===== config.mk =====
export PLATFORM = sky130hd
export DESIGN_NAME = fetch_pc
export DESIGN_NICKNAME = d
export VERILOG_FILES = /design/src/verilog/bp_pkg.sv /design/src/verilog/fetch_pc.sv
export VERILOG_INCLUDE_DIRS = /design/src /design/src/verilog
export SDC_FILE = /design/constraint.sdc
export NUM_CORES = 1
export LEC_CHECK = 0
export BUFFER_PORTS_ARGS = -buffer_cell sky130_fd_sc_hd__buf_2
export CAP_MARGIN = 10
export CORE_ASPECT_RATIO = 0.75
export CORE_MARGIN = 3
export CORE_UTILIZATION = 47
export CTS_CLUSTER_SIZE = 10
export DETAILED_ROUTE_END_ITERATION = 10
export PLACE_DENSITY_LB_ADDON = 0.2
export SYNTH_ARGS = -nofsm -noshare
export SYNTH_HDL_FRONTEND = slang
export SYNTH_SLANG_ARGS = --single-unit
export TNS_END_PERCENT = 1

===== constraint.sdc =====
create_clock -name clk_i -period 2.4 [get_ports clk_i]
set_input_delay 0.48 -clock clk_i [delete_from_list [all_inputs] [get_ports clk_i]]
set_output_delay 0.48 -clock clk_i [all_outputs]
set_load 0.05 [all_outputs]

===== src/verilog/bp_settings.svh =====
`ifndef BP_SETTINGS_SVH
`define BP_SETTINGS_SVH

// Fetch address after reset
`define BP_PC_INIT 32'h0010_0000

// Branch history length, also the counter table index width
`define BP_HIST_BITS 10

// History table index, taken from PC[9:2]
`define BP_BHT_IDX_BITS 8

// Target buffer index, taken from PC[8:2]
`define BP_BTB_IDX_BITS 7

`define BP_BHT_DEPTH (1 << `BP_BHT_IDX_BITS)
`define BP_CNT_DEPTH (1 << `BP_HIST_BITS)
`define BP_BTB_DEPTH (1 << `BP_BTB_IDX_BITS)

`endif


===== src/verilog/bp_pkg.sv =====
package bp_pkg;

    // Two-bit saturating counter, MSB set means predict taken
    typedef enum logic [1:0] {
        BP_STRONG_NOT_TAKEN = 2'b00,
        BP_WEAK_NOT_TAKEN   = 2'b01,
        BP_WEAK_TAKEN       = 2'b10,
        BP_STRONG_TAKEN     = 2'b11
    } bp_state_e;

    // Resolved branch coming back from execute
    typedef struct packed {
        logic        valid;
        logic        trainable;
        logic [31:0] pc;
        logic        taken;
        logic [31:1] target;
    } bp_resolve_t;

    // Table write, valid means update this cycle
    typedef struct packed {
        logic        valid;
        logic [31:0] pc;
        logic        taken;
        logic [31:1] target;
    } bp_train_t;

    // Prediction for the current fetch PC
    typedef struct packed {
        logic        taken;
        logic [31:1] target;
    } bp_prediction_t;

    // One target buffer entry
    typedef struct packed {
        logic [31:2] tag;
        logic [31:1] target;
    } bp_btb_entry_t;

endpackage


===== src/verilog/fetch_pc.sv =====
`timescale 1ns/1ps

`include "bp_settings.svh"

module fetch_pc
    import bp_pkg::*;
(
    input  logic           clk_i,
    input  logic           rst_i,
    input  logic           fetch_ready_i,
    input  logic           redirect_i,
    input  logic [31:0]    redirect_pc_i,
    input  logic           predict_taken_i,
    input  logic           btb_hit_i,
    input  logic [31:1]    btb_target_i,
    output logic [31:0]    pc_o,
    output bp_prediction_t prediction_o
);

    logic [31:0]    pc_q;
    bp_prediction_t pred;

    // Taken needs both the counter and a matching target
    assign pred.taken  = predict_taken_i && btb_hit_i;
    assign pred.target = pred.taken ? btb_target_i : pc_q[31:1] + 31'd2;

    always_ff @(posedge clk_i or negedge rst_i) begin
        if (!rst_i) begin
            pc_q <= `BP_PC_INIT;
        end else if (redirect_i) begin
            pc_q <= redirect_pc_i;
        end else if (fetch_ready_i) begin
            pc_q <= {pred.target, 1'b0};
        end
    end

    assign pc_o         = pc_q;
    assign prediction_o = pred;

endmodule


* After elaboration in Yosys (flattened, before gate mapping)
Cells that the tools add are included.
** Word-level totals
- Output and inout port bits :: 64
- Flip-flop bits (word level) :: 32
- Logic and storage cells :: 7
- Bits of input ports :: 69
** Cells by class
- $add $sub $neg :: 1
- Multiplexer cells :: 3
- Reductions and logical operators :: 2
** Operators by type and width (number)
- $mux 32 :: 2
- $add 31x2->31 const B :: 1
- $mux 31 :: 1
- $reduce_bool 2->1 :: 1
- $logic_and 1x1->1 :: 1

* Logic depth before layout (Yosys ltp)
- Word-level depth :: 4
- Mapped depth :: 8
- Depth with buffers taken out :: 6

* Worst setup path after synthesis
Ideal clock, no wire load.
- Path type :: reg2out
- From :: register pc_q[2] (netlist: pc_o[2])
- To :: output prediction_o[25] (netlist bit)
- Cell stages (with the launch flop) :: 5
- Path slack :: -1167 ps
- Data required time :: 1920 ps
- Data arrival time :: 3087 ps
- Buffers on the path :: 0
- Cell sequence :: dfrtp_1 ha_1 nand4_1 nor4_4 o311ai_0
** RTL lines
- from (decl) :: line fetch_pc.sv:20 : logic [31:0] pc_q;
- from (signal assigned) :: line fetch_pc.sv:29 : pc_q <= `BP_PC_INIT;
- from (signal assigned) :: line fetch_pc.sv:31 : pc_q <= redirect_pc_i;
- from (signal assigned) :: line fetch_pc.sv:33 : pc_q <= {pred.target, 1'b0};
- to (decl) :: line fetch_pc.sv:17 : output bp_prediction_t prediction_o

==> results_dict.tcl <==
set metrics [dict create \
    worst_slack_ns -0.217 \
    vias_per_cell 6.00 \
    root_buffer "clkbuf_8" \
    die_h_um 71.8 \
    netlist_area_sq_um 2710 \
    area_delta_synth_final_pct 58.2 \
    cts_made_buffers 5 \
    r2r-start "pc_o[20]$_DFFE_PN1P_" \
    p_leak_uw 0.00203 \
    largest_reg_flops 32 \
    place_congestion 0.900 \
    grt_usage 0.295 \
    yosysSeqAreaShare 0.296 \
    hold_class "input port to asynchronous set/reset pin" \
    status "finished, violations left" \
    worst-setup-path-type "flop to output pin" \
    worstMarginPinSlew_ns 0.750 \
    antenna_cells 0 \
    required_ns 1.92 \
    ios 133 \
    rsz0062_at_grt "yes" \
    p_sw_frac 0.476 \
    clk_latency_ns 0.29 \
    synth-async-reset-ratio 1.00 \
    switching_power_uw 1160 \
    reg2reg_setup_slack_ns 0.38 \
    setup-violations-final 20 \
    fin_crit_sh 1.09 \
    max_cap_violations 0 \
    ctsHtreeMaxLevel 2 \
    drt-initial-drc-count 340 \
    drcViolationCount 0 \
    r2r_cells 6 \
    ys_types 53 \
    crit_start "pc_o[20]$_DFFE_PN1P_" \
    grt_pass1_wl_mm 15.9 \
    cts_buffer_depth 2 \
    p_comb_frac 0.540 \
    finalNonFillerCells 595 \
    grt_antenna_before_repair 0 \
    io_buffer_count 132 \
    clock_power_share 0.180 \
    nets 589 \
    dr.pass1.iters 5 \
    start_util 0.496 \
    avgRoutedWirePerCell_um 17.9 \
    syn_area_per_cell_sq_um 7.66 \
    cts_hold_buf 0 \
    violations "setup timing" \
    die-area_sq_um 6730 \
    overflow 0 \
    ant_nets 0 \
    layout_commonest_cell "buf_2" \
    crit_end "prediction_o[26]" \
    place_inst 569 \
    drive_above_1_share 0.500 \
    seq_power_share 0.280 \
    yosys_warnings 0 \
    mostFrequentLayoutCells "buf_2, buf_4, nand2_1" \
    cts_tree "yes" \
    num_vias 3572 \
    cp_max_fo 6 \
    fmax_ghz 0.382 \
    synthFlopType "dfrtp_1" \
    timing.final.hold_violations 0 \
    drt-total-wl_mm 10.6 \
    r2r-end "pc_o[24]$_DFFE_PN0P_" \
    internal-power_uw 1280 \
    first_global_vias 3223 \
    period_needed_ns 2.62 \
    coreArea_sq_um 5470 \
    synth_fp_nets 424 \
    drv_slew 0 \
    die_width_um 93.7 \
    cts.clk_slew.worst_paths_ns 0.07 \
    critPathLaunchType "flop" \
    synth_edf_count 0 \
    grt_max_degree 63 \
    vdd.ir_drop.worst_v 0.000336 \
    critPathCaptureType "output pin" \
    cts.sinks 32 \
    hpwl_mm 7.07 \
    pre_cts_ws_ns 0.0389 \
    crit_arrival_ns 2.14 \
    finClkSkew_ns 0.00670 \
    ys_ff_latch 32 \
    synthCells 354 \
    powerDensity_nw_per_um2 569 \
    maxSlewHeadroom 0.500 \
    fp-row-count 23 \
]
[layer usage]
layer | routed length [um] | vias up | share of wire | GRT usage
met4 | 297 | 0 | 0.028 | 0.0881
met1 | 4420 | 1643 | 0.42 | 0.423
met2 | 4740 | 255 | 0.45 | 0.454
met5 | 0 | - | 0 | 0
li1 | - | 1629 | - | -
met3 | 1170 | 45 | 0.11 | 0.0556
[final cells by class]
type                            count  area, sq um
Tap cell                           75         93.8
Inverter                            4         18.8
Multi-Input combinational cell    290         2030
Sequential cell                    32          812
Clock buffer                        8         90.1
Timing Repair Buffer              186         1240
Fill cell                         384         1180
[cell families (layout without fill, tap and decap cells)]
kind of cell    count (synthesis)  after routing  share of synthesized area
simple gates                  154            154                      0.296
compound gates                112            112                      0.256
flops                          32             32                      0.296
buf+inv                        32            198                     0.0678
xor+xnor                       13             13                     0.0420
mux                            10             10                     0.0387
fa+ha+maj                       1              1                    0.00461
[synth_stat cells, types with 2 or more instances]
| cell | instances | area [sq um] |
|---|---|---|
| o211ai_1 | 2 | 15.0 |
| nand4_1 | 12 | 75.1 |
| nor3_1 | 4 | 20.0 |
| o21ai_0 | 38 | 190 |
| a21oi_1 | 32 | 160 |
| nor2_1 | 41 | 154 |
| a221o_1 | 6 | 60.1 |
| o21a_1 | 4 | 30.0 |
| or3_1 | 3 | 18.8 |
| xnor2_1 | 5 | 43.8 |
| nand2_1 | 40 | 150 |
| clkbuf_1 | 19 | 71.3 |
| and3_1 | 23 | 144 |
| a211o_1 | 2 | 17.5 |
| nand3_1 | 13 | 65.1 |
| mux2i_1 | 9 | 90.1 |
| nor4_1 | 4 | 25.0 |
| clkdlybuf4s15_1 | 2 | 20.0 |
| a2bb2oi_1 | 4 | 35.0 |
| dfrtp_1 | 31 | 776 |
| a31o_2 | 4 | 35.0 |
| xor2_1 | 8 | 70.1 |
| nor4_2 | 2 | 25.0 |
| inv_1 | 4 | 15.0 |
| and4_2 | 2 | 20.0 |
| clkbuf_8 | 4 | 55.1 |
| a31oi_1 | 8 | 50.1 |
| o22ai_1 | 3 | 18.8 |
[worst max-delay path, stage by stage, from the launching register on]
cell and delay [ns]:
dfstp_2 0.57, nand4_1 0.26, nor4_2 0.41, a21oi_1 0.14, o21a_1 0.23, nor2_4 0.10
buf_8 0.15
[power by group through the flow]
| stage | registers, uW | logic, uW | clock network [uW] |
|---|---|---|---|
| finish | 684 | 1320 | 439 |
| global route | 689 | 1390 | 468 |
| CTS | 678 | 1240 | 439 |
| detailed placement | 686 | 1160 | 0 |
| global placement | 681 | 1140 | 0 |
| floorplan | 888 | 624 | 0 |
[metrics by stage]
| stage | TNS [ns] | hold slack, ns | total power [uW] | utilization | cell area, sq um |
|---|---|---|---|---|---|
| 6_report | -2.31 | 0.261 | 2440 | 0.785 | 4290 |
| 5_1_grt | -3.91 | 0.319 | 2540 | 0.785 | 4290 |
| 4_1_cts | -1.64 | 0.285 | 2360 | 0.740 | 4050 |
| 3_5_place_dp | 0 | 0.483 | 1840 | 0.683 | 3730 |
| 3_3_place_gp | 0 | 0.474 | 1830 | 0.683 | 3730 |
| 2_1_floorplan | -6.23 | 0.184 | 1510 | - | 2870 |
[how the worst min path moves through the flow]
stage	from	to
after CTS	rst_i	pc_o[22]$_DFFE_PN0P_
final	rst_i	pc_o[21]$_DFFE_PN0P_
after global placement	pc_o[0]$_DFFE_PN0P_	pc_o[0]$_DFFE_PN0P_
after detailed placement	pc_o[0]$_DFFE_PN0P_	pc_o[0]$_DFFE_PN0P_
after floorplan	rst_i	pc_o[0]$_DFFE_PN0P_
after global routing	rst_i	pc_o[0]$_DFFE_PN0P_
[what timing repair did]
item	CTS	global route
resized for setup	43	47
pin swaps	8	18
setup buffers	8	10
cloned	0	0
endpoints found under the setup margin	22	24
Note: power is estimated with default switching activity, not from simulation.
