### config.mk
export PLATFORM = sky130hd
export DESIGN_NAME = bp_counter_table
export DESIGN_NICKNAME = d
export VERILOG_FILES = /design/src/verilog/bp_pkg.sv /design/src/verilog/bp_counter_table.sv
export VERILOG_INCLUDE_DIRS = /design/src /design/src/verilog
export SDC_FILE = /design/constraint.sdc
export NUM_CORES = 2
export LEC_CHECK = 0
export BUFFER_PORTS_ARGS = -buffer_cell sky130_fd_sc_hd__buf_2
export CAP_MARGIN = 20
export CORE_MARGIN = 10
export CORE_UTILIZATION = 25
export DETAILED_ROUTE_END_ITERATION = 8
export HOLD_SLACK_MARGIN = 0.06
export MAX_ROUTING_LAYER = met4
export PLACE_DENSITY_LB_ADDON = 0.12
export SYNTH_ARGS = -nofsm -noshare
export SYNTH_HDL_FRONTEND = slang
export SYNTH_SLANG_ARGS = --single-unit
### constraint.sdc
create_clock -name clk_i -period 4.4 [get_ports clk_i]
set_clock_uncertainty 0.2 [all_clocks]
set_input_delay 0.66 -clock clk_i [delete_from_list [all_inputs] [get_ports clk_i]]
set_output_delay 0.66 -clock clk_i [all_outputs]
set_load 0.005 [all_outputs]
### src/verilog/bp_settings.svh
`ifndef BP_SETTINGS_SVH
`define BP_SETTINGS_SVH

// Fetch address after reset
`define BP_PC_INIT 32'h0010_0000

// Branch history length, also the counter table index width
`define BP_HIST_BITS 10

// History table index, taken from PC[9:2]
`define BP_BHT_IDX_BITS 8

// Target buffer index, taken from PC[8:2]
`define BP_BTB_IDX_BITS 7

`define BP_BHT_DEPTH (1 << `BP_BHT_IDX_BITS)
`define BP_CNT_DEPTH (1 << `BP_HIST_BITS)
`define BP_BTB_DEPTH (1 << `BP_BTB_IDX_BITS)

`endif

### src/verilog/bp_pkg.sv
package bp_pkg;

    // Two-bit saturating counter, MSB set means predict taken
    typedef enum logic [1:0] {
        BP_STRONG_NOT_TAKEN = 2'b00,
        BP_WEAK_NOT_TAKEN   = 2'b01,
        BP_WEAK_TAKEN       = 2'b10,
        BP_STRONG_TAKEN     = 2'b11
    } bp_state_e;

    // Resolved branch coming back from execute
    typedef struct packed {
        logic        valid;
        logic        trainable;
        logic [31:0] pc;
        logic        taken;
        logic [31:1] target;
    } bp_resolve_t;

    // Table write, valid means update this cycle
    typedef struct packed {
        logic        valid;
        logic [31:0] pc;
        logic        taken;
        logic [31:1] target;
    } bp_train_t;

    // Prediction for the current fetch PC
    typedef struct packed {
        logic        taken;
        logic [31:1] target;
    } bp_prediction_t;

    // One target buffer entry
    typedef struct packed {
        logic [31:2] tag;
        logic [31:1] target;
    } bp_btb_entry_t;

endpackage

### src/verilog/bp_counter_table.sv
`timescale 1ns/1ps

`include "bp_settings.svh"

module bp_counter_table
    import bp_pkg::*;
(
    input  logic                     clk_i,
    input  logic                     rst_i,
    input  logic [`BP_HIST_BITS-1:0] fetch_history_i,
    input  logic [`BP_HIST_BITS-1:0] train_history_i,
    input  bp_train_t                train_i,
    output logic                     predict_taken_o
);

    bp_state_e cnt_q [`BP_CNT_DEPTH];
    bp_state_e fetch_state;
    bp_state_e train_state;
    bp_state_e train_next;

    // One step toward the outcome, held at either end
    function automatic bp_state_e step_counter(bp_state_e state, logic taken);
        bp_state_e next;
        case (state)
            BP_STRONG_NOT_TAKEN: next = taken ? BP_WEAK_NOT_TAKEN : BP_STRONG_NOT_TAKEN;
            BP_WEAK_NOT_TAKEN:   next = taken ? BP_WEAK_TAKEN     : BP_STRONG_NOT_TAKEN;
            BP_WEAK_TAKEN:       next = taken ? BP_STRONG_TAKEN   : BP_WEAK_NOT_TAKEN;
            BP_STRONG_TAKEN:     next = taken ? BP_STRONG_TAKEN   : BP_WEAK_TAKEN;
            default:             next = BP_STRONG_NOT_TAKEN;
        endcase
        return next;
    endfunction

    assign fetch_state = cnt_q[fetch_history_i];
    assign train_state = cnt_q[train_history_i];
    assign train_next  = step_counter(train_state, train_i.taken);

    // Upper bit of the state is the taken decision
    assign predict_taken_o = fetch_state[1];

    always_ff @(posedge clk_i or negedge rst_i) begin
        if (!rst_i) begin
            for (int i = 0; i < `BP_CNT_DEPTH; i++) begin
                cnt_q[i] <= BP_STRONG_NOT_TAKEN;
            end
        end else if (train_i.valid) begin
            // Indexed by the history before this branch's shift
            cnt_q[train_history_i] <= train_next;
        end
    end

endmodule

Word level (Yosys, flattened, before mapping)
Cells that the tools add are included.
{"block": "op_classes", "n_lt_le_gt_ge": 3, "eq_ne": 3, "n_mux": 14, "n_bitwise": 2, "n_reduce_logical": 2}
{"op": "bitwise mux 2048 bit", "n": 1}
{"op": "binary-select mux 2 bit (select 10 bit)", "n": 2}
{"op": "greater-or-equal comparator 11 bit (second input constant)", "n": 2}
{"op": "NOT 10 -> 11 bit", "n": 2}
{"op": "demux 2 bit (select 10 bit)", "n": 1}
{"op": "2-to-1 mux 2 bit", "n": 7}
{"op": "< comparator 11 x 1 -> 1 bit (second input constant)", "n": 1}
{"op": "case mux 2 bit (4 select lines)", "n": 1}
{"op": "== test 2 bit (second input constant)", "n": 2}
{"op": "== test 2 x 1 -> 1 bit (second input constant)", "n": 1}
{"op": "logical NOT 2 bit", "n": 1}
{"op": "2-to-1 mux 1 bit", "n": 2}
{"op": "logical AND 1 bit", "n": 1}
{"block": "word_totals", "reg_bits": 2048, "inputBits": 87, "output_inout_bits": 1, "elab_cells": 1048}

Logic depth before layout (Yosys ltp)
{"block": "logic_depth", "ltp_word": 7, "depth_mapped": 18, "ltp_nobuf": 9}

Worst setup path after synthesis
OpenSTA, ideal clock, no wires.
{"block": "synth_path", "path_kind": "input port to output port", "startpoint": "input port fetch_history_i[0]", "endpoint": "output port predict_taken_o", "t_arrival_ns": 3.762, "t_required_ns": 3.540, "setup_slack_ns": -0.222, "stages": 10, "n_path_buf": 3, "cell_sequence": "clkbuf_1 -> buf_1 -> buf_1 -> mux4_2 -> mux4_2 -> mux4_2 -> a22oi_1 -> nand2_1 -> a211oi_1 -> a21oi_1"}
{"block": "synth_between", "elab_chain_cells": 4}
{"item": "start: declaration", "line_no": "bp_counter_table.sv:10", "rtl": "input logic [`BP_HIST_BITS-1:0] fetch_history_i,"}
{"item": "NOT 10 -> 11 bit (implied by the code)", "line_no": "bp_counter_table.sv:34", "rtl": "assign fetch_state = cnt_q[fetch_history_i];"}
{"item": "binary-select mux 2 bit (select 10 bit)", "line_no": "bp_counter_table.sv:34"}
{"item": "2-to-1 mux 2 bit (implied by the code) (2 in series)", "line_no": "bp_counter_table.sv:34"}
{"item": "end: declaration", "line_no": "bp_counter_table.sv:13", "rtl": "output logic predict_taken_o"}
No other way between the ends. The select of a mux whose other input is x is not followed.

Worst setup path in the final report
{"block": "layout_path", "startpoint": "register cnt_q[1619] in the netlist's numbering", "endpoint": "output port predict_taken_o"}
{"block": "layout_between", "elab_chain_cells": 3}
{"item": "start: declaration", "line_no": "bp_counter_table.sv:16", "rtl": "bp_state_e cnt_q [`BP_CNT_DEPTH];"}
{"item": "start signal: indexed assignment", "line_no": "bp_counter_table.sv:48", "rtl": "cnt_q[train_history_i] <= train_next;"}
{"item": "binary-select mux 2 bit (select 10 bit)", "line_no": "bp_counter_table.sv:34"}
{"item": "2-to-1 mux 2 bit (implied by the code) (2 in series)", "line_no": "bp_counter_table.sv:34"}
No other way between the ends. The select of a mux whose other input is x is not followed.

==> results.json <==
{
  "status": "finished, violations left",
  "violated_checks": "setup timing",
  "required_ns": 3.54,
  "syn_area_um2": 110000,
  "design_power_total_uw": 49500,
  "route.antenna.remaining_nets": 0,
  "timing.setup.critical_path_class": "reg -> out",
  "placed_cells_incl_taps": 16400,
  "post-route-drc-count": 0,
  "clk_pin_slew_ns": 0.06,
  "rsz0062_at_grt": "true",
  "worst_ep_arrival_time_ns": 3.92,
  "cts_max_path_buffers": 4,
  "core-area_um2": 438000,
  "timing.final.crit_share_pct": 109,
  "cts-htree-levels": 5,
  "grt_remaining_overflow": 0,
  "final_core_util_pct": 33.6,
  "design.die.area_um2": 466000,
  "largest_register_ffs": 2048,
  "warning_count_from_the_yosys_run": 0,
  "fp.dieH_um": 683,
  "worst_path_most_repeated_cell": "mux4_2",
  "tritoncts": "built",
  "synth-main-ff-cell": "dfrtp_1",
  "timing_worst_slew_pin_value_ns": 1.23,
  "hold_slack_ns": 0.163,
  "layout.cells.most_common": "dfrtp_1",
  "slew_violations": 0,
  "cp_cell_sequence": "mux4_2 -> mux4_2 -> mux4_2 -> a22oi_1 -> a21oi_2 -> a21oi_2 -> a21oi_4 -> buf_2",
  "biggestRegsByFlops": "cnt_q: 2048 flops",
  "ir_drop_uv": 279,
  "final-hold-violation-count": 0,
  "total_iterations_of_the_first_detailed_routing_run": 8,
  "fin_cells": 17200,
  "critical_path_start_type": "flip-flop",
  "cp.buffers_inverters": 1,
  "final_net_count": 11300,
  "drt-wirelength-per-cell_um": 35.3,
  "final_cell_mix": "dfrtp_1, nand2_1, mux2i_1",
  "worstSetupEndpointType": "output pin",
  "clk-insertion-delay-late_ns": 0.98,
  "gp_congestion": 0.872,
  "p_leak_uw": 0.0592,
  "synth.distinct_cells": 51,
  "buffer_ports.inserted": 24,
  "floorplan.die.width_um": 683,
  "timing.max_slew.rel_slack_pct": 18.0,
  "synthToLayoutAreaGrowth_pct": 34.1,
  "drv.max_cap_violation_count": 0,
  "yosysSeqAreaShare_pct": 46.7,
  "numCtsBuffers": 269,
  "clock-sinks": 2048,
  "place.detailed.hpwl_um": 378000,
  "first_global_vias": 98500,
  "initial_utilization_pct": 25.1,
  "post_route_cells_drive_above_1_share_pct": 27.3,
  "ys_seq_elements": 2048,
  "slowest_delay_ns": 0.67,
  "postSynthNetCount": 10800,
  "gr-usage-all-layers_pct": 25.4,
  "postLayoutSetupSlackWorst_ns": -0.377,
  "viasPerCell": 5.99,
  "critPathMaxFanout": 3,
  "first_pass_grt_wire_length_um": 826000,
  "total_routed_length_um": 606000,
  "initialDrtViolationCount": 11200,
  "clock-root-buffer": "clkbuf_16",
  "max_freq_ghz": 0.209,
  "worst_hold_path_type": "in -> async",
  "synth_largest_type_area_fraction_pct": 46.7,
  "layout_min_cycle_time_ns": 4.78,
  "placement_rows": 243,
  "async_reset_ff_share_pct": 100,
  "synthCells": 10700,
  "post-synth-top-area-cell": "dfrtp_1",
  "synth_enable_flop_cells": 0,
  "crit_family": "multiplexers",
  "synth.top_cells.by_area": "dfrtp_1, mux2i_1, mux4_2, a41oi_1, nand2_1",
  "maximum_number_of_pins_on_one_net_before_global_route_repair": 110,
  "power_density_nw_per_um2": 336,
  "postSynthAreaPerCell_um2": 10.2,
  "max_flop_register": "cnt_q",
  "io_pins": 88,
  "final-setup-viol-count": 793,
  "crit_slowest_cell": "mux4_2",
  "vias": 103000,
  "number_of_antenna_violations_at_the_first_check_in_global_routing": 45
}
[report_power, final]
part	total, µW	leakage [µW]	switching (µW)	internal (µW)
combinational	6910	0.0264	4120	2780
sequential	19600	0.0285	344	19300
clock	22900	0.00436	9420	13500
total	49500	0.0592	13900	35600
[worst register-to-register path, delay by kind of cell (launching register included)]
kind	cells	cell delay, ns
AOI/OAI and AO/OA	5	0.87
buffers and inverters	9	1.32
DFF	1	0.40
muxes	1	0.51
and+or+nand+nor	2	1.12
[stage by stage]
| step | worst slack (ns) | TNS [ns] | cell area [µm²] |
|---|---|---|---|
| after detailed placement | -1.93 | -3375.36 | 127000 |
| after CTS | -0.413 | -50.83 | 141000 |
| final | -0.377 | -60.76 | 147000 |
| after floorplan | -0.0486 | -0.0486 | 110000 |
| after global placement | -1.95 | -3385.18 | 127000 |
| after global routing | -0.429 | -56.57 | 147000 |
[timing repair]
| item | in CTS | in global routing |
|---|---|---|
| setup buffers | 122 | 107 |
| pin swaps | 30 | 280 |
| cloned | 73 | 66 |
| gates resized for setup | 355 | 620 |
| endpoints found under the setup margin | 2049 | 1901 |
| hold buffers | 1 | 0 |
| hold endpoints to repair | 57 | 0 |
[per-layer routing]
layer | GRT usage, % | up-vias | part of all wire (%)
met5 | - | - | 0
met1 | 33.4 | 54200 | 42
li1 | - | 42800 | -
met4 | 8.72 | 0 | 4.4
met2 | 40.3 | 4877 | 47
met3 | 3.43 | 1087 | 6.6
[synth_stat cells, drive strengths merged (2+ instances only)]
library cell / number
or3: 2
o211ai: 10
dfrtp: 2048
o22a: 4
a211oi: 2
nand4b: 4
mux2i: 980
a221oi: 4
and2: 11
o21ai: 493
mux4: 358
nor2b: 10
buf: 523
o31ai: 543
clkbuf: 894
nand2b: 5
and3: 5
a41oi: 732
a31oi: 301
nor3b: 2
or4: 6
o22ai: 481
nor2: 672
nand3: 24
nand2: 1196
nand4: 6
a22o: 2
o41ai: 484
nor3: 12
nand4bb: 6
or4b: 5
a21oi: 747
o2111ai: 6
or2: 4
nor4: 112
a22oi: 17
[worst paths after layout]
| path | end | from | depth (start not counted) | slack [ns] |
|---|---|---|---|---|
| max in group asynchronous | cnt_q[1353]$_DFFE_PN0P_ | rst_i | 3 | 2.45 |
| min in group clk_i | cnt_q[2040]$_DFFE_PN0P_ | train_history_i[4] | 6 | 0.26 |
| worst min register to register | cnt_q[516]$_DFFE_PN0P_ | cnt_q[516]$_DFFE_PN0P_ | 2 | 0.27 |
| worst min-delay path | cnt_q[310]$_DFFE_PN0P_ | rst_i | 2 | 0.16 |
| worst max-delay path | predict_taken_o | cnt_q[1619]$_DFFE_PN0P_ | 8 | -0.38 |
| worst max register to register | cnt_q[1313]$_DFFE_PN0P_ | cnt_q[746]$_DFFE_PN0P_ | 17 | -0.19 |
[cell type report]
class,instances,area (µm²)
diodes,18,45.0
clock buffers,394,7870
clock inverters,79,1010
fillers,43500,291000
inverters,1,3.75
multi-input cells,7254,58000
flip-flops and latches,2048,51200
well taps,5757,7200
repair buffers,1652,21800
[cell families (layout without fill, tap and decap cells)]
group	after synthesis	in the layout	synth area share (%)
buf+inv	1418	2126	5.45
mux	1338	1338	16.3
compound gates	3831	3831	23.9
flops	2048	2048	46.7
other cells	0	18	0
simple gates	2085	2085	7.65
Note: power is estimated with default switching activity, not from simulation.
