[config.mk]
export PLATFORM = sky130hd
export DESIGN_NAME = bp_train_stage
export DESIGN_NICKNAME = d
export VERILOG_FILES = /design/src/verilog/bp_settings.svh /design/src/verilog/bp_pkg.sv /design/src/verilog/bp_train_stage.sv
export SDC_FILE = /design/constraint.sdc
export NUM_CORES = 1
export LEC_CHECK = 0
export ABC_AREA = 1
export BUFFER_PORTS_ARGS = -buffer_cell sky130_fd_sc_hd__clkbuf_2
export CAP_MARGIN = 20
export CELL_PAD_IN_SITES_DETAIL_PLACEMENT = 2
export CELL_PAD_IN_SITES_GLOBAL_PLACEMENT = 2
export CORE_MARGIN = 1
export CORE_UTILIZATION = 27
export CTS_CLUSTER_SIZE = 8
export DETAILED_ROUTE_END_ITERATION = 8
export GPL_ROUTABILITY_DRIVEN = 0
export GPL_TIMING_DRIVEN = 0
export PLACE_DENSITY_LB_ADDON = 0.1
export SLEW_MARGIN = 20
export SYNTH_ARGS = -nofsm -noshare
export SYNTH_HDL_FRONTEND = slang
export SYNTH_SLANG_ARGS = --single-unit
[constraint.sdc]
create_clock -name clk_i -period 0.8 [get_ports clk_i]
set_clock_uncertainty 0.1 [all_clocks]
set_input_delay 0.08 -clock clk_i [delete_from_list [all_inputs] [get_ports clk_i]]
set_output_delay 0.08 -clock clk_i [all_outputs]
set_load 0.03 [all_outputs]
[src/verilog/bp_settings.svh]
`ifndef BP_SETTINGS_SVH
`define BP_SETTINGS_SVH

// Fetch address after reset
`define BP_PC_INIT 32'h0010_0000

// Branch history length, also the counter table index width
`define BP_HIST_BITS 10

// History table index, taken from PC[9:2]
`define BP_BHT_IDX_BITS 8

// Target buffer index, taken from PC[8:2]
`define BP_BTB_IDX_BITS 7

`define BP_BHT_DEPTH (1 << `BP_BHT_IDX_BITS)
`define BP_CNT_DEPTH (1 << `BP_HIST_BITS)
`define BP_BTB_DEPTH (1 << `BP_BTB_IDX_BITS)

`endif

[src/verilog/bp_pkg.sv]
package bp_pkg;

    // Two-bit saturating counter, MSB set means predict taken
    typedef enum logic [1:0] {
        BP_STRONG_NOT_TAKEN = 2'b00,
        BP_WEAK_NOT_TAKEN   = 2'b01,
        BP_WEAK_TAKEN       = 2'b10,
        BP_STRONG_TAKEN     = 2'b11
    } bp_state_e;

    // Resolved branch coming back from execute
    typedef struct packed {
        logic        valid;
        logic        trainable;
        logic [31:0] pc;
        logic        taken;
        logic [31:1] target;
    } bp_resolve_t;

    // Table write, valid means update this cycle
    typedef struct packed {
        logic        valid;
        logic [31:0] pc;
        logic        taken;
        logic [31:1] target;
    } bp_train_t;

    // Prediction for the current fetch PC
    typedef struct packed {
        logic        taken;
        logic [31:1] target;
    } bp_prediction_t;

    // One target buffer entry
    typedef struct packed {
        logic [31:2] tag;
        logic [31:1] target;
    } bp_btb_entry_t;

endpackage

[src/verilog/bp_train_stage.sv]
`timescale 1ns/1ps

module bp_train_stage
    import bp_pkg::*;
(
    input  logic        clk_i,
    input  logic        rst_i,
    input  bp_resolve_t resolve_i,
    output bp_train_t   train_o
);

    logic        accept;
    logic        valid_q;
    logic [31:0] pc_q;
    logic        taken_q;
    logic [31:1] target_q;

    // Branches with the predictor disabled never touch the tables
    assign accept = resolve_i.valid && resolve_i.trainable;

    always_ff @(posedge clk_i or negedge rst_i) begin
        if (!rst_i) begin
            valid_q <= 1'b0;
        end else begin
            valid_q <= accept;
        end
    end

    always_ff @(posedge clk_i) begin
        if (accept) begin
            pc_q     <= resolve_i.pc;
            taken_q  <= resolve_i.taken;
            target_q <= resolve_i.target;
        end
    end

    // Tables read at this PC now and write on the next edge
    assign train_o.valid  = valid_q;
    assign train_o.pc     = pc_q;
    assign train_o.taken  = taken_q;
    assign train_o.target = target_q;

endmodule

Word-level counts from Yosys, hierarchy flattened
Cells that the tools add are included.
{ "classes": {"reduce_logical": 1} }
{ "ops": {"columns": ["operator", "count"], "rows": [
  ["logical AND 1 bit", 1]
]} }
{ "word_totals": {"register_bits": 65, "output_inout_bits": 65} }

Logic depth before layout (Yosys ltp)
Gate-level depths: netlist (run 1).
{ "logic_depth": {"word_depth": 1, "mapped_depth": 2} }

Worst setup path before layout (run 1)
No wires, ideal clock.
{ "synth_path": {"kind": "input -> register", "startpoint": "input port resolve_i[65] in the netlist's numbering", "endpoint": "register pc_q[0] (enable)", "arrival_time_ps": 1373, "required_ps": 281, "slack_ps": -1092, "cell_stages": 2, "path_cell_list": "nand2_1 > inv_1"} }
{ "synth_between": {"elab_chain_cells": 1} }
{ "synth_lines": {"columns": ["element", "line_no", "source"], "rows": [
  ["start: declaration", "bp_train_stage.sv:8", "input bp_resolve_t resolve_i,"],
  ["logical AND 1 bit", "bp_train_stage.sv:19", "assign accept = resolve_i.valid && resolve_i.trainable;"],
  ["net accept", "bp_train_stage.sv:12", "logic accept;"],
  ["end signal: assignment", "bp_train_stage.sv:31", "pc_q <= resolve_i.pc;"],
  ["end: declaration", "bp_train_stage.sv:14", "logic [31:0] pc_q;"]
]} }
The timed path passes the listed nets, and every way through them passes these cells.
A chain may end at the register's enable or synchronous reset.

Worst setup path after layout (run 1)
{ "layout_path": {"startpoint": "register pc_q[10]", "endpoint": "output port train_o[42] in the netlist's numbering"} }
{ "layout_lines": {"columns": ["element", "line_no", "source"], "rows": [
  ["end: declaration", "bp_train_stage.sv:9", "output bp_train_t train_o"]
]} }
No word-level cell between the ends.

==> results of run 1 <==
per-layer routing:
metal / vias up / GRT usage
met1: 747 / 0.1834
li1: 691 / -
met3: 8 / 0.06445
met2: 86 / 0.4183
met4: 0 / 0.07303
met5: - / 0
cell usage after synthesis, drive strengths merged:
master,instances,area share
inv,1,0.0019
buf,2,0.0076
nand2,1,0.0019
edfxtp,64,0.98
dfrtp,1,0.013
path summary, 6_finish.rpt:
| check | start | endpoint | slack, ns |
|---|---|---|---|
| hold / removal | rst_i | valid_q | -0.01 |
| setup / recovery | pc_q[10] | train_o[42] | -0.31 |
| max in group asynchronous | rst_i | valid_q | 0.53 |
| min in group clk_i | resolve_i[64] | valid_q | 0.25 |
flip-flops by register name (all words and copies together) (netlist names):
register,flops
pc_q,32
target_q,31
taken_q,1
valid_q,1
layout make-up:
| type | count | area [µm²] |
|---|---|---|
| timing repair buffer | 199 | 1926 |
| clock buffer | 15 | 146.4 |
| sequential | 65 | 1947 |
| multi-input combinational | 1 | 20.02 |
| clock inverter | 1 | 5.005 |
| fill | 605 | 2728 |
| tap | 96 | 120.1 |
| timing repair inverter | 1 | 7.507 |
| inverter | 1 | 7.507 |
kinds of logic after synthesis:
kind of cell | after synthesis
buf+inv | 3
simple gates | 1
flops | 65
where the power goes:
part / switching [W] / total (W) / internal (W)
sequential: 0.000123 / 0.00412 / 0.00400
combinational: 0.000743 / 0.00156 / 0.000814
clock: 0.00120 / 0.00233 / 0.00113
per-stage QoR:
step	setup TNS, ns	area (µm²)	worst slack, ns
after floorplan	-47.43	1989	-0.7312
after global placement	-78.77	2770	-1.215
after detailed placement	-43.11	2790	-0.7588
after CTS	-17.89	4159	-0.3062
after global routing	-19.80	4179	-0.3514
final	-17.52	4179	-0.3072
repair_timing:
| action | CTS | global route |
|---|---|---|
| gates cloned | 1 | 0 |
| gates resized for setup | 129 | 22 |
| hold buffers | 66 | 0 |
| pin swaps | 0 | 0 |
| endpoints found under the setup margin | 130 | 66 |
| buffers inserted | 1 | 0 |
| endpoints found under the hold margin | 65 | 0 |
==> out/metrics.cfg, run 1 <==
[pwr]
irDropWorstVdd_mv=1.061
p_leak_nw=1.727
p_per_area_nw_per_um2=1917
fin_total_pwr_w=0.008013

[worst_setup_path]
cp.arrival_ns=0.93
crit_type=flop to output port
cp.depth=1
crit_fanout=1
cp_top_family=flip-flops
crit_slowest_cell=edfxtp_1
worstPathCellList=clkbuf_8
required_ns=0.62
cp_slowest_stage_delay_ns=0.41
critPathCaptureType=output port
crit_buf_inv=1
worstSetupStartpointType=flop

[floorplan]
dieHeight_um=87.41
start_util=0.2851
io_pins=133
core-area_um2=6907
std_cell_rows=30
dieWidth_um=87.41
die-area_um2=7640

[routing]
top_layer_used=met4
drt_iter0_drc=68
wl_per_cell_um=19.92
wl_met2_mm=4.559
antenna_left=0
wl_met1_mm=2.400
vias_per_cell=4.042
dr_wl_met3_um=501
firstDrtPassIters=4
via_count=1532
routed_wl_mm=7.548
drc=0

[grt]
antenna_found_initial=0
overflow=0
grt_max_degree=40
grtUsageTotal=0.2049
grt_pass1_wl_mm=10.64
grt_pass1_vias=1833

[synth]
ys_seq_area_frac=0.9886
yosys_warnings=0
synth_compound_area_frac=0
synth_simple_gate_area_frac=0.001906
syn_inst=69
synth-xor-area-share=0
yosysUniqueCellTypes=5
synth-adder-area-share=0
synth_seq_cells=65
syn_nets=137
synth_top_family_by_area=buffers and inverters
postSynthAreaPerCell_um2=28.54
synth_area_um2=1969
muxShareOfSynthArea=0

[placement]
portBuffers=132
place_hpwl_mm=3.487
place_inst=298

[clock_tree]
cts-root-buf=clkbuf_8
cts.htree.levels=3
cts_buffers=9
cts_tree=done
clk_path_buf_depth=2
clock_sinks=65
clk_pin_slew_ns=0.08

[timing]
final.period_utilization=1.384
slew_headroom=0.7813
worst_slew_pin_slew_ns=0.3274
period_minus_slack_ns=1.107
drv_slew=0
finalHoldViolCount=1
holdWs_ns=-0.01492
worst_slack_ns=-0.3072
fmax_mhz=903.2
setup_viol=65
rsz0062_at_grt=true

[finish]
final_cells=379
layout_common_cells=clkbuf_2 (67), dlygate4sd3_1 (65), edfxtp_1 (64)
diodes=0
finalCoreUtilization=0.6051
nNetsFinal=346
layout-drive-gt1-share=0.5194
layout_commonest_cell=clkbuf_2
syn_to_final_growth_pct=112.2

[run_status]
violations=hold timing, setup timing
outcome=finished, violations left

[worst_hold_path]
min_path_type=input port to asynchronous set/reset pin

[run]
max_cap_violations=0

(Power assumes the default switching activity.)
==> run 2, diff against run 1 <==
--- a/config.mk
+++ b/config.mk
@@ -10,8 +10,9 @@
 export CAP_MARGIN = 20
 export CELL_PAD_IN_SITES_DETAIL_PLACEMENT = 2
 export CELL_PAD_IN_SITES_GLOBAL_PLACEMENT = 2
+export CORE_ASPECT_RATIO = 1.4
 export CORE_MARGIN = 1
-export CORE_UTILIZATION = 27
+export CORE_UTILIZATION = 29
 export CTS_CLUSTER_SIZE = 8
 export DETAILED_ROUTE_END_ITERATION = 8
 export GPL_ROUTABILITY_DRIVEN = 0
==> constraint.sdc (replaced) <==
create_clock -name clk_i -period 1.3 [get_ports clk_i]
set_clock_uncertainty 0.1 [all_clocks]
set_input_delay 0.13 -clock clk_i [delete_from_list [all_inputs] [get_ports clk_i]]
set_output_delay 0.13 -clock clk_i [all_outputs]
set_load 0.03 [all_outputs]
==> run 2 against run 1 <==
Compared with the run above: the flow now finishes without violations; cell count is 5.5% lower; critical path depth is 1 higher; sequential cell count stayed put; utilization is 5.7 points lower; worst hold slack better by 0.40 ns; die area is 6.7% lower; worst setup slack better by 0.37 ns; via count is 1.8% lower; clock power is 32% lower; first-iteration DRC count is 19% lower; largest cell class unchanged; highest routed layer unchanged.
==> out/metrics.cfg, run 2 (synthesized netlist as in run 1, its figures left out) <==
[worst_setup_path]
crit_buf_inv=2  ; +1
cp.arrival_ns=1.01  ; +0.08 ns
critPathCaptureType=output port
cp.depth=2  ; +1
cp_slowest_stage_delay_ns=0.37  ; -0.04 ns
required_ns=1.07  ; +0.45 ns
crit_slowest_cell=edfxtp_1
worstPathCellList=buf_4, clkbuf_2
worstSetupStartpointType=flop
crit_fanout=1  ; unchanged
crit_type=flop to output port
cp_top_family=flip-flops

[finish]
layout_common_cells=clkbuf_2 (132), dlygate4sd3_1 (66), edfxtp_1 (64)
largest_reg_flops=32  ; unchanged
nNetsFinal=348  ; +0.58%
fillers=601  ; -0.66%
final_cells=358  ; -5.5%
syn_to_final_growth_pct=82.97
top_register=pc_q
largestRegisters=pc_q (32), target_q (31)
diodes=0  ; unchanged
layout-drive-gt1-share=0.5282  ; +0.008734
finalCoreUtilization=0.5486  ; -0.05650
layout_commonest_cell=clkbuf_2

[timing]
worst_slack_ns=0.06225  ; +0.3695 ns
drv_slew=0  ; unchanged
slew_headroom=0.5511  ; -0.2301
rsz0062_at_grt=false
final.period_utilization=0.9521
finalHoldViolCount=0  ; -1
setup_viol=0  ; -100%
fmax_mhz=807.9
fin_tns_setup_ns=0  ; +17.52 ns
period_minus_slack_ns=1.238
worst_slew_pin_slew_ns=0.6696  ; +0.3422 ns
holdWs_ns=0.3882  ; +0.4031 ns

[worst_hold_path]
hold-path-cell-count=3
min_path_type=input port to flop

[clock_tree]
clk_path_buf_depth=2  ; unchanged
cts-root-buf=clkbuf_8
cts_resized=0  ; -100%
cts_tree=done
cts.htree.levels=3  ; unchanged
cts_buffers=9  ; unchanged
clock_sinks=65  ; unchanged
clk_pin_slew_ns=0.07  ; about the same
cts_setup_buffers=0  ; -1

[floorplan]
die-area_um2=7129  ; -6.7%
dieHeight_um=99.51  ; +14%
core-area_um2=6569  ; -4.9%
dieWidth_um=71.65  ; -18%
std_cell_rows=35  ; +17%
io_pins=133  ; unchanged
start_util=0.2998  ; +0.01466

[grt]
antenna_found_initial=0  ; unchanged
grtUsageTotal=0.1728  ; -0.03206
grt_pass1_wl_mm=8.652  ; -19%
overflow=0  ; unchanged
grt_max_degree=36  ; -10%
grt_pass1_vias=1712  ; -6.6%

[routing]
antenna_left=0  ; unchanged
wl_per_cell_um=16.43  ; -17%
vias_per_cell=4.201  ; +3.9%
drt_iter0_drc=55  ; -19%
drc=0  ; unchanged
routed_wl_mm=5.883  ; -22%
firstDrtPassIters=4  ; unchanged
via_count=1504  ; -1.8%

[placement]
place_inst=276  ; -7.4%
portBuffers=132  ; unchanged
pre_cts_slack_ns=-0.3997  ; +0.3590 ns

[pwr]
irDropWorstVdd_mv=0.8189  ; -23%
p_per_area_nw_per_um2=1336  ; -30%
p_leak_nw=1.552  ; -10%

[run]
max_cap_violations=0  ; unchanged

[run_status]
outcome=complete, no violations

run 2: cell types whose count changed in the layout (fill, tap and decap cells not counted), moves of 2 or more:
cell,previous run,this run
buf_6,2,0
buf_8,18,0
clkbuf_1,6,1
clkbuf_2,67,132
clkbuf_8,54,9
clkinv_1,0,2
run 2: path summary, 6_finish.rpt:
path,endpoint,start,slack (ns)
setup / recovery,train_o[31],taken_q,0.06
min in group asynchronous,valid_q,rst_i,0.55
max in group asynchronous,valid_q,rst_i,0.45
hold / removal,target_q[20],resolve_i[64],0.39
run 2: metrics by stage:
stage / power [W] / instance area (µm²)
floorplan: 0.002862 / 1989
global placement: 0.003087 / 2743
detailed placement: 0.003111 / 2763
CTS: 0.004844 / 3603
global route: 0.004997 / 3603
finish: 0.004815 / 3603
run 2: timing repair:
item	CTS	global route
hold buffers	66	0
endpoints found under the setup margin	34	0
hold endpoints to repair	65	0
run 2: power breakdown:
group	internal, W	leakage [nW]	switching [W]	total [W]
Sequential	0.00246	0.614	0.0000398	0.00250
Combinational	0.000296	0.848	0.000440	0.000736
Clock	0.000856	0.0910	0.000723	0.00158
Total	0.00361	1.55	0.00120	0.00481
run 2: layout make-up:
cell class / count / area [µm²] / area share
clock buffers: 10 / 127.6 / 0.03542
plain buffers: 2 / 15.01 / 0.004167
clock inverters: 5 / 47.55 / 0.01319
inverters: 1 / 7.507 / 0.002083
repair inverters: 1 / 5.005 / 0.001389
well taps: 74 / 92.59 / 0.02569
multi-input cells: 1 / 20.02 / 0.005556
repair buffers: 199 / 1341 / 0.3722
flip-flops and latches: 65 / 1947 / 0.5403
run 2: per-layer routing:
layer / global-route usage / wire length [µm]
met5: 0 / 0
met4: 0.1026 / 167
met3: 0.03343 / 331
met2: 0.3280 / 3402
met1: 0.1685 / 1981
==> run 3, diff against run 2 <==
--- a/config.mk
+++ b/config.mk
@@ -10,7 +10,7 @@
 export CAP_MARGIN = 20
 export CELL_PAD_IN_SITES_DETAIL_PLACEMENT = 2
 export CELL_PAD_IN_SITES_GLOBAL_PLACEMENT = 2
-export CORE_ASPECT_RATIO = 1.4
+export CORE_ASPECT_RATIO = 0.75
 export CORE_MARGIN = 1
 export CORE_UTILIZATION = 29
 export CTS_CLUSTER_SIZE = 8
==> run 3 against run 2 <==
Compared with the run above: cell area decreased by 0.35%; clock-buffer cell count grew 1; critical path type unchanged; total power fell by 3.4%; global-route usage grew 2.8 points; sequential share of layout area up 0.19 points; combinational power up 2%; sequential cell count stayed put; cell count grew 2.2%; fmax fell by 0.75%; sequential power hardly changed.
==> out/metrics.cfg, run 3 (synthesized netlist as in run 1, its figures left out) <==
[run_status]
outcome=complete, no violations

[clock_tree]
cts_tree=done
cts_buffers=9  ; unchanged
clk_pin_slew_ns=0.07  ; about the same
clk_path_buf_depth=2  ; unchanged
cts-root-buf=clkbuf_8
cts.htree.levels=3  ; unchanged
clock_sinks=65  ; unchanged
cts_setup_buffers=0  ; unchanged

[worst_setup_path]
crit_fanout=1  ; unchanged
crit_type=flop to output port
cp_slowest_stage_delay_ns=0.37  ; about the same
cp.arrival_ns=1.02  ; about the same
worstPathCellList=buf_4, buf_2
crit_slowest_cell=edfxtp_1
worstSetupStartpointType=flop
crit_buf_inv=2  ; unchanged
cp_top_family=flip-flops
critPathCaptureType=output port
required_ns=1.07  ; about the same

[timing]
rsz0062_at_grt=false
drv_slew=0  ; unchanged
period_minus_slack_ns=1.247  ; +0.009379 ns
worst_slack_ns=0.05287  ; -0.009379 ns
final.period_utilization=0.9593  ; +0.007215
finalHoldViolCount=0  ; unchanged
setup_viol=0  ; unchanged
fmax_mhz=801.8  ; -0.75%
worst_slew_pin_slew_ns=0.5840  ; -0.08561 ns
slew_headroom=0.6085  ; +0.05739

[routing]
via_count=1518  ; +0.93%
firstDrtPassIters=4  ; unchanged
wl_per_cell_um=17.86  ; +8.7%
vias_per_cell=4.148  ; -1.3%
drc=0  ; unchanged
antenna_left=0  ; unchanged
routed_wl_mm=6.536  ; +11%
drt_iter0_drc=38  ; -31%

[pwr]
p_per_area_nw_per_um2=1296  ; -3.0%
power_frac_clock=0.302  ; -0.026
p_int_w=0.003426  ; -5.1%
combPwrFrac=0.161  ; +0.008
p_switching_w=0.001226  ; +1.9%
p_leak_nw=1.543  ; -0.60%
swShare=0.2636  ; +0.01372
fin_total_pwr_w=0.004652  ; -3.4%
p_seq_frac=0.537  ; +0.018
irDropWorstVdd_mv=0.5893  ; -28%

[floorplan]
start_util=0.3056  ; +0.005822
die-area_um2=7128  ; about the same
io_pins=133  ; unchanged
std_cell_rows=25  ; -29%
dieWidth_um=97.16  ; +36%
dieHeight_um=73.37  ; -26%
core-area_um2=6444  ; -1.9%

[grt]
grtUsageTotal=0.2007  ; +0.02792
grt_max_degree=38  ; +5.6%
overflow=0  ; unchanged
grt_pass1_wl_mm=10.21  ; +18%
grt_pass1_vias=1743  ; +1.8%
antenna_found_initial=0  ; unchanged

[run]
max_cap_violations=0  ; unchanged

[finish]
largest_reg_flops=32  ; unchanged
layout_common_cells=clkbuf_2 (131), dlygate4sd3_1 (66), edfxtp_1 (64)
diodes=0  ; unchanged
nNetsFinal=348  ; unchanged
layout_commonest_cell=clkbuf_2
layout-drive-gt1-share=0.5263  ; -0.001853
syn_to_final_growth_pct=82.34
largestRegisters=pc_q (32), target_q (31)
top_register=pc_q

[placement]
pre_cts_slack_ns=-0.3686  ; +0.03115 ns
portBuffers=132  ; unchanged

[worst_hold_path]
min_path_type=input port to flop
hold_start=resolve_i[65]
hold-path-cell-count=3  ; unchanged
holdPathEnd=target_q[8]

run 3: cell types whose count changed in the layout (fill, tap and decap cells not counted):
cell	delta
buf_2	+1
bufinv_16	-1
clkbuf_1	+1
clkbuf_2	-1
clkinv_2	+1
run 3: repair_timing:
action                                  CTS  global route
endpoints found under the hold margin    65             0
hold buffers                             66             0
endpoints found under the setup margin   36             1
resized for setup                         0             1
cloned                                    1             0
pin swaps                                 0             0
run 3: power by group through the flow:
stage / registers [W] / clock network, W / logic, W
finish: 0.00250 / 0.00140 / 0.000748
floorplan: 0.00282 / 0 / 0.0000449
detailed placement: 0.00255 / 0 / 0.000578
global route: 0.00251 / 0.00152 / 0.000787
CTS: 0.00250 / 0.00143 / 0.000740
global placement: 0.00254 / 0 / 0.000549
run 3: tightest hold or removal path: stages:
cell	delay (ns)
clkbuf_2	0.14
nand2_8	0.07
clkinvlp_4	0.27
run 3: worst max-delay path by stage:
stage             startpoint           end  slack [ns]  cells after the start
3_5_place_dp   resolve_i[65]  target_q[27]       -0.37                      4
2_1_floorplan  resolve_i[65]       pc_q[0]       -0.28                      2
5_1_grt              taken_q   train_o[31]       0.004                      2
3_3_place_gp   resolve_i[65]  target_q[31]       -0.74                      3
6_report             taken_q   train_o[31]        0.05                      2
4_1_cts              taken_q   train_o[31]        0.04                      2
run 3: through the flow:
| stage | utilization | instances | area [µm²] | hold slack, ns | setup TNS (ns) |
|---|---|---|---|---|---|
| final | 0.5573 | 366 | 3591 | 0.3747 | 0 |
| after floorplan | - | 69 | 1989 | -0.2656 | -18.18 |
| after detailed placement | 0.4301 | 283 | 2771 | -0.1936 | -17.17 |
| after global routing | 0.5573 | 366 | 3591 | 0.3811 | 0 |
| after CTS | 0.5573 | 366 | 3591 | 0.3821 | 0 |
| after global placement | 0.4270 | 282 | 2751 | -0.1929 | -47.52 |
run 3: cell type report:
cell class                      count  area, µm²
Timing Repair Buffer              199       1341
Sequential cell                    65       1947
Inverter                            1      7.507
Tap cell                           81      101.3
Multi-Input combinational cell      1      20.02
Buffer                              2      15.01
Timing Repair inverter              1      5.005
Clock inverter                      5      22.52
Clock buffer                       11      131.4
Fill cell                         594       2853
run 3: layer usage:
| layer | wire (µm) | vias to the layer above | global-route usage |
|---|---|---|---|
| met5 | 0 | - | 0 |
| met4 | 96 | 0 | 0.07960 |
| met3 | 574 | 8 | 0.07612 |
| met2 | 3579 | 83 | 0.3873 |
| met1 | 2285 | 734 | 0.1971 |
| li1 | - | 693 | - |
